[config.mk]
export PLATFORM = sky130hd
export DESIGN_NAME = dp_glue_top
export DESIGN_NICKNAME = d
export VERILOG_FILES = /design/src/source/dp_glue_pkg.sv /design/src/source/reset_sequencer.sv /design/src/source/gt_lane_router.sv /design/src/source/pio_bridge.sv /design/src/source/heartbeat.sv /design/src/source/dp_glue_top.sv
export SDC_FILE = /design/constraint.sdc
export NUM_CORES = 1
export LEC_CHECK = 0
export BUFFER_PORTS_ARGS = -buffer_cell sky130_fd_sc_hd__buf_2
export CAP_MARGIN = 0
export CORE_AREA = 2 2 278 280
export CTS_BUF_LIST = sky130_fd_sc_hd__clkbuf_4
export DETAILED_ROUTE_END_ITERATION = 8
export DIE_AREA = 0 0 280 282
export GPL_ROUTABILITY_DRIVEN = 0
export PLACE_DENSITY_LB_ADDON = 0.12
export SKIP_LAST_GASP = 1
export SYNTH_ARGS = -nofsm -noshare
export SYNTH_HDL_FRONTEND = slang
export SYNTH_HIERARCHICAL = 1
export SYNTH_SLANG_ARGS = --single-unit
[constraint.sdc]
create_clock -name clk_por -period 8.7 [get_ports clk_por]
set_input_delay 1.74 -clock clk_por [delete_from_list [all_inputs] [get_ports clk_por]]
set_output_delay 1.74 -clock clk_por [all_outputs]
set_load 0.02 [all_outputs]
[src/source/dp_glue_pkg.sv]
// ##################################################
// Shared definitions for the DP board glue logic
// Link sizes, PIO word widths, lane maps and the
// symbol, channel, status and control word types
// ##################################################

package dp_glue_pkg;

    // Link and video
    localparam int LANES = 4;
    localparam int SPL   = 4;                       // Symbols per lane
    localparam int PPC   = 4;                       // Pixels per clock
    localparam int BPC   = 10;                      // Bits per component

    localparam int RST_CNT_W     = 10;              // 1024 clock hold
    localparam int HB_BEAT       = 50;
    localparam int HB_CNT_W      = $clog2(HB_BEAT);
    localparam int PHY_PIO_IN_W  = 6;
    localparam int PHY_PIO_OUT_W = 19;
    localparam int APP_PIO_IN_W  = 4;
    localparam int APP_PIO_OUT_W = 3;

    // Crossed lane order of the board, entry 0 in the low bits
    localparam logic [LANES-1:0][1:0] TX_LANE_OF_CHAN = {2'd0, 2'd2, 2'd1, 2'd3};
    localparam logic [LANES-1:0][1:0] RX_CHAN_OF_LANE = {2'd3, 2'd1, 2'd2, 2'd0};

    typedef struct packed {
        logic       disp_mode;                      // 0 automatic, 1 forced
        logic       disp_val;                       // 0 negative, 1 positive
        logic       k;
        logic [7:0] dat;
    } tx_sym_t;

    typedef struct packed {
        logic       k;
        logic [7:0] dat;
    } rx_sym_t;

    typedef tx_sym_t [LANES-1:0][SPL-1:0] dptx_lnk_t;
    typedef rx_sym_t [LANES-1:0][SPL-1:0] dprx_lnk_t;

    // GT channel words, symbol s in byte s and flag bit s
    typedef struct packed {
        logic [SPL-1:0]   disp_mode;
        logic [SPL-1:0]   disp_val;
        logic [SPL-1:0]   k;
        logic [8*SPL-1:0] dat;
    } gt_tx_chan_t;

    typedef struct packed {
        logic [SPL-1:0]   k;
        logic [8*SPL-1:0] dat;
    } gt_rx_chan_t;

    typedef gt_tx_chan_t [LANES-1:0] gt_tx_t;
    typedef gt_rx_chan_t [LANES-1:0] gt_rx_t;

    typedef struct packed {
        logic       rxpll_lock;
        logic       txpll_lock;
        logic [1:0] gtpll_lock;
        logic       rx_rst_done;
        logic       tx_rst_done;
    } phy_status_t;

    typedef struct packed {
        logic [2:0] rx_rate;
        logic [2:0] tx_rate;
        logic [4:0] tx_postcursor;
        logic [3:0] tx_diffctrl;
        logic       rxpll_rst;
        logic       txpll_rst;
        logic       gtrx_rst;
        logic       gttx_rst;
    } phy_ctl_t;

    typedef struct packed {
        logic vid_clk_lock;
        logic gt_clk_lock;
    } board_status_t;

    typedef struct packed {
        logic dprx_rst;
        logic dptx_rst;
        logic clk_sel;
    } board_ctl_t;

    // Control values while the core is in reset
    localparam phy_ctl_t   PHY_CTL_RST   = phy_ctl_t'(19'h0000f);
    localparam board_ctl_t BOARD_CTL_RST = board_ctl_t'(3'b110);

endpackage

[src/source/reset_sequencer.sv]
// ##################################################
// Core reset generator
// Keeps core_rst asserted for 1024 clocks after the
// external reset is released
// ##################################################

`timescale 1ns/10ps

module reset_sequencer
    import dp_glue_pkg::*;
(
    input  logic clk_por,
    input  logic sys_clk_from_pll,                  // External reset, active high
    output logic core_rst
);

    logic [RST_CNT_W-1:0] rst_cnt;

    always_ff @(posedge clk_por or posedge sys_clk_from_pll)
    begin
        if (sys_clk_from_pll)
        begin
            rst_cnt  <= '0;
            core_rst <= 1'b1;
        end
        else
        begin
            // Count up, then hold at all ones
            if (!(&rst_cnt))
            begin
                rst_cnt <= rst_cnt + RST_CNT_W'(1);
            end
            else
            begin
                core_rst <= 1'b0;                   // Released one edge after saturation
            end
        end
    end

endmodule

[src/source/gt_lane_router.sv]
// ##################################################
// Lane router between the DP cores and the GT
// Moves DP lane symbols into GT channel words and
// back, following the crossed lane order of the board
// Both directions have one register stage
// ##################################################

`timescale 1ns/10ps

module gt_lane_router
    import dp_glue_pkg::*;
(
    input  logic      clk_por,
    input  logic      core_rst,
    input  dptx_lnk_t dptx_lnk,
    output gt_tx_t    gt_tx,
    input  gt_rx_t    gt_rx,
    output dprx_lnk_t dprx_lnk
);

    gt_tx_t    gt_tx_map;
    dprx_lnk_t dprx_map;

    // Transmit side, each channel picks its source lane
    always_comb
    begin
        for (int c = 0; c < LANES; c++)
        begin
            for (int s = 0; s < SPL; s++)
            begin
                gt_tx_map[c].dat[8*s +: 8]  = dptx_lnk[TX_LANE_OF_CHAN[c]][s].dat;
                gt_tx_map[c].k[s]           = dptx_lnk[TX_LANE_OF_CHAN[c]][s].k;
                gt_tx_map[c].disp_val[s]    = dptx_lnk[TX_LANE_OF_CHAN[c]][s].disp_val;
                gt_tx_map[c].disp_mode[s]   = dptx_lnk[TX_LANE_OF_CHAN[c]][s].disp_mode;
            end
        end
    end

    // Receive side, channel word split back into symbols
    always_comb
    begin
        for (int l = 0; l < LANES; l++)
        begin
            for (int s = 0; s < SPL; s++)
            begin
                dprx_map[l][s].dat = gt_rx[RX_CHAN_OF_LANE[l]].dat[8*s +: 8];
                dprx_map[l][s].k   = gt_rx[RX_CHAN_OF_LANE[l]].k[s];
            end
        end
    end

    always_ff @(posedge clk_por or posedge core_rst)
    begin
        if (core_rst)
        begin
            gt_tx    <= '0;                         // Idle link while in reset
            dprx_lnk <= '0;
        end
        else
        begin
            gt_tx    <= gt_tx_map;
            dprx_lnk <= dprx_map;
        end
    end

endmodule

[src/source/pio_bridge.sv]
// ##################################################
// PIO bridge for the PHY and application controllers
// Status bits pass a two-flop synchronizer into the
// PIO input words; PIO output words are registered
// into the PHY and board control fields
// ##################################################

`timescale 1ns/10ps

module pio_bridge
    import dp_glue_pkg::*;
(
    input  logic                     clk_por,
    input  logic                     core_rst,
    input  phy_status_t              phy_status,
    input  board_status_t            board_status,
    output logic [PHY_PIO_IN_W-1:0]  phy_pio_in,
    output logic [APP_PIO_IN_W-1:0]  app_pio_in,
    input  logic [PHY_PIO_OUT_W-1:0] phy_pio_out,
    input  logic [APP_PIO_OUT_W-1:0] app_pio_out,
    output phy_ctl_t                 phy_ctl,
    output board_ctl_t               board_ctl
);

    localparam int SYNC_W = $bits(board_status_t) + $bits(phy_status_t);

    // Fixed design options reported to the application
    localparam logic PPC_IS_4  = (PPC == 4);
    localparam logic BPC_IS_10 = (BPC == 10);

    logic [SYNC_W-1:0] meta_q;                      // First synchronizer stage
    logic [SYNC_W-1:0] sync_q;
    board_status_t     board_sync;

    // All status bits share one synchronizer
    always_ff @(posedge clk_por or posedge core_rst)
    begin
        if (core_rst)
        begin
            meta_q <= '0;
            sync_q <= '0;
        end
        else
        begin
            meta_q <= {board_status, phy_status};
            sync_q <= meta_q;
        end
    end

    assign board_sync = board_status_t'(sync_q[SYNC_W-1 -: $bits(board_status_t)]);

    assign phy_pio_in = sync_q[PHY_PIO_IN_W-1:0];   // Same order as phy_status_t
    assign app_pio_in = {board_sync.vid_clk_lock, board_sync.gt_clk_lock, BPC_IS_10, PPC_IS_4};

    // Control decode, bit for bit into the field order
    always_ff @(posedge clk_por or posedge core_rst)
    begin
        if (core_rst)
        begin
            phy_ctl   <= PHY_CTL_RST;               // GT and PLL resets held
            board_ctl <= BOARD_CTL_RST;             // DP cores held in reset
        end
        else
        begin
            phy_ctl   <= phy_ctl_t'(phy_pio_out);
            board_ctl <= board_ctl_t'(app_pio_out);
        end
    end

endmodule

[src/source/heartbeat.sv]
// ##################################################
// System heartbeat LED
// Toggles hb_led once every HB_BEAT clocks
// ##################################################

`timescale 1ns/10ps

module heartbeat
    import dp_glue_pkg::*;
(
    input  logic clk_por,
    input  logic core_rst,
    output logic hb_led
);

    logic [HB_CNT_W-1:0] beat_cnt;

    always_ff @(posedge clk_por or posedge core_rst)
    begin
        if (core_rst)
        begin
            beat_cnt <= '0;
            hb_led   <= 1'b0;
        end
        else if (beat_cnt == HB_CNT_W'(HB_BEAT - 1))
        begin
            beat_cnt <= '0;                         // Restart and flip the LED
            hb_led   <= ~hb_led;
        end
        else
        begin
            beat_cnt <= beat_cnt + HB_CNT_W'(1);
        end
    end

endmodule

[src/source/dp_glue_top.sv]
// ##################################################
// Board glue top level of the DP reference design
// Joins reset sequencing, GT lane routing, the PIO
// bridge and the heartbeat, all on clk_por
// ##################################################

`timescale 1ns/10ps

module dp_glue_top
    import dp_glue_pkg::*;
(
    input  logic                     clk_por,
    input  logic                     sys_clk_from_pll,
    input  dptx_lnk_t                dptx_lnk,
    input  gt_rx_t                   gt_rx,
    input  phy_status_t              phy_status,
    input  board_status_t            board_status,
    input  logic [PHY_PIO_OUT_W-1:0] phy_pio_out,
    input  logic [APP_PIO_OUT_W-1:0] app_pio_out,
    output logic                     core_rst,
    output gt_tx_t                   gt_tx,
    output dprx_lnk_t                dprx_lnk,
    output logic [PHY_PIO_IN_W-1:0]  phy_pio_in,
    output logic [APP_PIO_IN_W-1:0]  app_pio_in,
    output phy_ctl_t                 phy_ctl,
    output board_ctl_t               board_ctl,
    output logic                     hb_led
);

    // Core reset for everything below
    reset_sequencer u_reset_sequencer
    (
        .clk_por          (clk_por),
        .sys_clk_from_pll (sys_clk_from_pll),
        .core_rst         (core_rst)
    );

    gt_lane_router u_gt_lane_router
    (
        .clk_por  (clk_por),
        .core_rst (core_rst),
        .dptx_lnk (dptx_lnk),               // From DP transmitter
        .gt_tx    (gt_tx),
        .gt_rx    (gt_rx),                  // From GT receiver
        .dprx_lnk (dprx_lnk)
    );

    // PHY and application controller PIO
    pio_bridge u_pio_bridge
    (
        .clk_por      (clk_por),
        .core_rst     (core_rst),
        .phy_status   (phy_status),
        .board_status (board_status),
        .phy_pio_in   (phy_pio_in),
        .app_pio_in   (app_pio_in),
        .phy_pio_out  (phy_pio_out),
        .app_pio_out  (app_pio_out),
        .phy_ctl      (phy_ctl),
        .board_ctl    (board_ctl)
    );

    heartbeat u_heartbeat
    (
        .clk_por  (clk_por),
        .core_rst (core_rst),
        .hb_led   (hb_led)                  // System LED
    );

endmodule

==> reports/qor.yml <==
run_status:
  status: "complete, no violations"
yosys:
  synth_area_per_cell_um2: 22.4
  synthFlopType: "sky130_fd_sc_hd__dfrtp_1"
  yosys_register_bits: 376
  top_cells_by_area_in_the_synthesized_netlist: "sky130_fd_sc_hd__dfrtp_1 93%, sky130_fd_sc_hd__dfstp_2 1.9%, sky130_fd_sc_hd__ha_1 0.38%, sky130_fd_sc_hd__mux2_2 0.34%, sky130_fd_sc_hd__nor2_1 0.30%"
  ys_types: 34
  yosys.area.top_type_share_pct: 93.4
  synthArstFlopShare_pct: 100
  post_synth_inst_count: 441
  syn-cell-area_mm2: 0.00989
  synth_largest_area_cell: "sky130_fd_sc_hd__dfrtp_1"
  yosysWarnings: 6
  seq_area_frac_synth_pct: 95.3
  number_of_flops_mapped_to_enable_cells_by_yosys: 0
place:
  detailed_place_hpwl_um: 29000
  postPlaceCellArea_mm2: 0.0147
  numPortBuffers: 703
clocking:
  postCtsSetupRepairBufs: 0
  clk-insertion-delay-late_ns: 0.83
  cts_tree: "yes"
  post_cts.resized_instances: 0
  tritoncts_num_sinks: 376
  clock_tree.buffer_depth: 3
  clk_transition_reported_paths_ns: 0.06
  hold_buffers: 0
  clockRootBuffer: "sky130_fd_sc_hd__clkbuf_4"
  cts_buffers: 107
  cts_max_level: 3
setup_path:
  worstSetupStartpointType: "flop"
  rr_endpoint: "u_gt_lane_router/dprx_lnk[10]"
  cp.buffers_inverters: 1
  timing.critical_path.fanout_max: 5
  reg2reg_from: "u_reset_sequencer/core_rst"
  crit_chain: "buf_2"
  worst_path_required_time_ns: 6.96
  timing.setup.critical_path_class: "reg2out"
  critical-path-top-delay-family: "flip-flops"
  timing.critical_path.to_type: "primary output"
  regToRegSetupSlack_ns: 6.73
  cpMaxStageDelayCell: "sky130_fd_sc_hd__dfstp_2"
  ff2ff_path_depth: 3
  cp.arrival_ns: 1.55
  cp_slowest_stage_delay_ns: 0.58
sta:
  fmax_mhz: 304
  timing.max_slew.rel_slack_pct: 37.8
  timing.final.crit_share_pct: 37.8
  hold-worst-slack_ns: 0.235
  setup-violations-final: 0
  hold_violations: 0
  slew_viol_final: 0
  setup-tns-final_ns: 0
  timing.clock.skew_ns: 0.0528
  post-route-min-period_ns: 3.29
  tightest_slew_ns: 0.934
  grt_setup_unrepaired: "false"
routing:
  antenna_violating_nets_post_route: 0
  first_pass_iteration_count_of_the_detailed_router: 4
  route.detailed.vias_per_inst: 3.02
  drt-total-wl_um: 37300
  detailedRoute.firstIterationViolations: 191
  wl_per_cell_um: 16.1
  total_number_of_vias: 7011
  route.detailed.drc: 0
grt:
  grt_first_pass_wirelength_um: 50900
  grt_overflow_total: 0
  grt_util_all_layers_pct: 8.92
  largest_net_degree_at_the_start_of_global_routing: 145
  via_count_of_the_first_global_routing_pass: 7752
  antenna_found_initial: 15
layout:
  drive_above_1_share_pct: 67.2
  num-nets-final: 1610
  areaGrowthSynthToFinish_pct: 62.5
  stdcell_area_mm2: 0.0161
pwr:
  cellPowerDensity_mw_per_mm2: 237
  total_power_w: 0.00381
  max-vdd-ir-drop_uv: 148
  p_leak_nw: 7.77
floorplanning:
  dieArea_mm2: 0.0790
  coreArea_mm2: 0.0757
  dieHeight_um: 282
  floorplan.rows: 101
  die-width_um: 280
  boundaryPins: 706
  start_util_pct: 13.1
run:
  max-cap-violations: 0
min_path:
  holdCritPathClass: "reg2async"
==> flip-flops by register name, indices dropped and copies added (netlist names) <==
register,cells
u_pio_bridge/sync_q,8
u_reset_sequencer/core_rst,1
u_pio_bridge/board_ctl,3
u_pio_bridge/meta_q,8
u_reset_sequencer/rst_cnt,10
u_heartbeat/hb_led,1
u_pio_bridge/phy_ctl,19
u_gt_lane_router/dprx_lnk,144
u_gt_lane_router/gt_tx,176
u_heartbeat/beat_cnt,6
==> metal layers <==
metal	global-route usage [%]	wire, µm	vias to the layer above
met2	15.7	19700	476
met5	0	91	-
met3	4.86	4400	110
met1	8.46	11900	3304
met4	4.24	1190	14
li1	-	-	3107
==> worst max-delay path by stage <==
stage	startpoint	to	slack (ns)	cells past startpoint
final	u_reset_sequencer/core_rst	core_rst	5.41	1
after global routing	u_reset_sequencer/core_rst	core_rst	5.20	1
after CTS	u_reset_sequencer/core_rst	core_rst	5.23	1
after detailed placement	u_reset_sequencer/core_rst	core_rst	6.20	1
after global placement	u_reset_sequencer/core_rst	core_rst	6.22	1
after floorplan	u_reset_sequencer/core_rst	u_gt_lane_router/dprx_lnk[0]	3.98	1
==> power by group <==
| part | leakage (nW) | switching [W] | internal (W) |
|---|---|---|---|
| registers | 3.97 | 0.0000199 | 0.00184 |
| logic | 2.98 | 0.000183 | 0.000111 |
| clock network | 0.825 | 0.000766 | 0.000897 |
| total | 7.77 | 0.000969 | 0.00285 |
==> layout by cell type, fill, tap and decap left out, types with 2 or more instances in the layout <==
| cell type | netlist | final |
|---|---|---|
| sky130_fd_sc_hd__nand2_1 | 2 | 2 |
| sky130_fd_sc_hd__clkinv_1 | 0 | 19 |
| sky130_fd_sc_hd__buf_12 | 0 | 2 |
| sky130_fd_sc_hd__inv_6 | 0 | 2 |
| sky130_fd_sc_hd__a21oi_1 | 5 | 5 |
| sky130_fd_sc_hd__clkinv_2 | 0 | 7 |
| sky130_fd_sc_hd__buf_2 | 0 | 703 |
| sky130_fd_sc_hd__and2_1 | 2 | 2 |
| sky130_fd_sc_hd__diode_2 | 0 | 7 |
| sky130_fd_sc_hd__conb_1 | 1 | 2 |
| sky130_fd_sc_hd__o21ai_0 | 2 | 2 |
| sky130_fd_sc_hd__dfrtp_1 | 369 | 369 |
| sky130_fd_sc_hd__nor2_1 | 8 | 8 |
| sky130_fd_sc_hd__and4_1 | 3 | 3 |
| sky130_fd_sc_hd__mux2_2 | 3 | 3 |
| sky130_fd_sc_hd__xnor2_1 | 3 | 3 |
| sky130_fd_sc_hd__inv_1 | 5 | 4 |
| sky130_fd_sc_hd__clkinv_4 | 0 | 2 |
| sky130_fd_sc_hd__nor3_1 | 4 | 4 |
| sky130_fd_sc_hd__dfstp_2 | 7 | 7 |
| sky130_fd_sc_hd__nand3_1 | 4 | 4 |
| sky130_fd_sc_hd__buf_4 | 2 | 2 |
| sky130_fd_sc_hd__bufinv_16 | 0 | 3 |
| sky130_fd_sc_hd__clkbuf_4 | 0 | 153 |
| sky130_fd_sc_hd__ha_1 | 3 | 3 |
==> logic make-up after synthesis <==
family / synth area share [%]
adder cells (fa/ha/maj): 0.380
multiplexers: 0.595
buffers and inverters: 0.456
AO/OA/AOI/OAI: 0.620
flip-flops: 95.3
XOR/XNOR: 0.519
AND/OR/NAND/NOR: 2.14
other: 0.0379
==> cell type report <==
class                   instances  area, µm²
clock inverters                34        235
clock buffers                 153       1150
flip-flops and latches        376       9420
inverters                       5       22.5
well taps                     978       1220
multi-input cells              58        428
repair buffers                707       3570
diodes                          7       17.5
fillers                      8259      59600
==> metrics by stage <==
step / util, % / setup slack [ns] / std cells
6_report: 21.2 / 5.41 / 2318
3_3_place_gp: 19.4 / 6.22 / 2124
4_1_cts: 21.2 / 5.23 / 2311
2_1_floorplan: - / 3.98 / 442
5_1_grt: 21.2 / 5.20 / 2316
3_5_place_dp: 19.4 / 6.20 / 2124
==> Yosys cell counts, drive strengths merged (4+ instances only) <==
| cell | n |
|---|---|
| nor2 | 9 |
| dfstp | 7 |
| inv | 5 |
| dfrtp | 369 |
| and4 | 4 |
| mux2 | 4 |
| a21oi | 5 |
| nor3 | 4 |
| nand3 | 5 |
(Power assumes the default switching activity.)
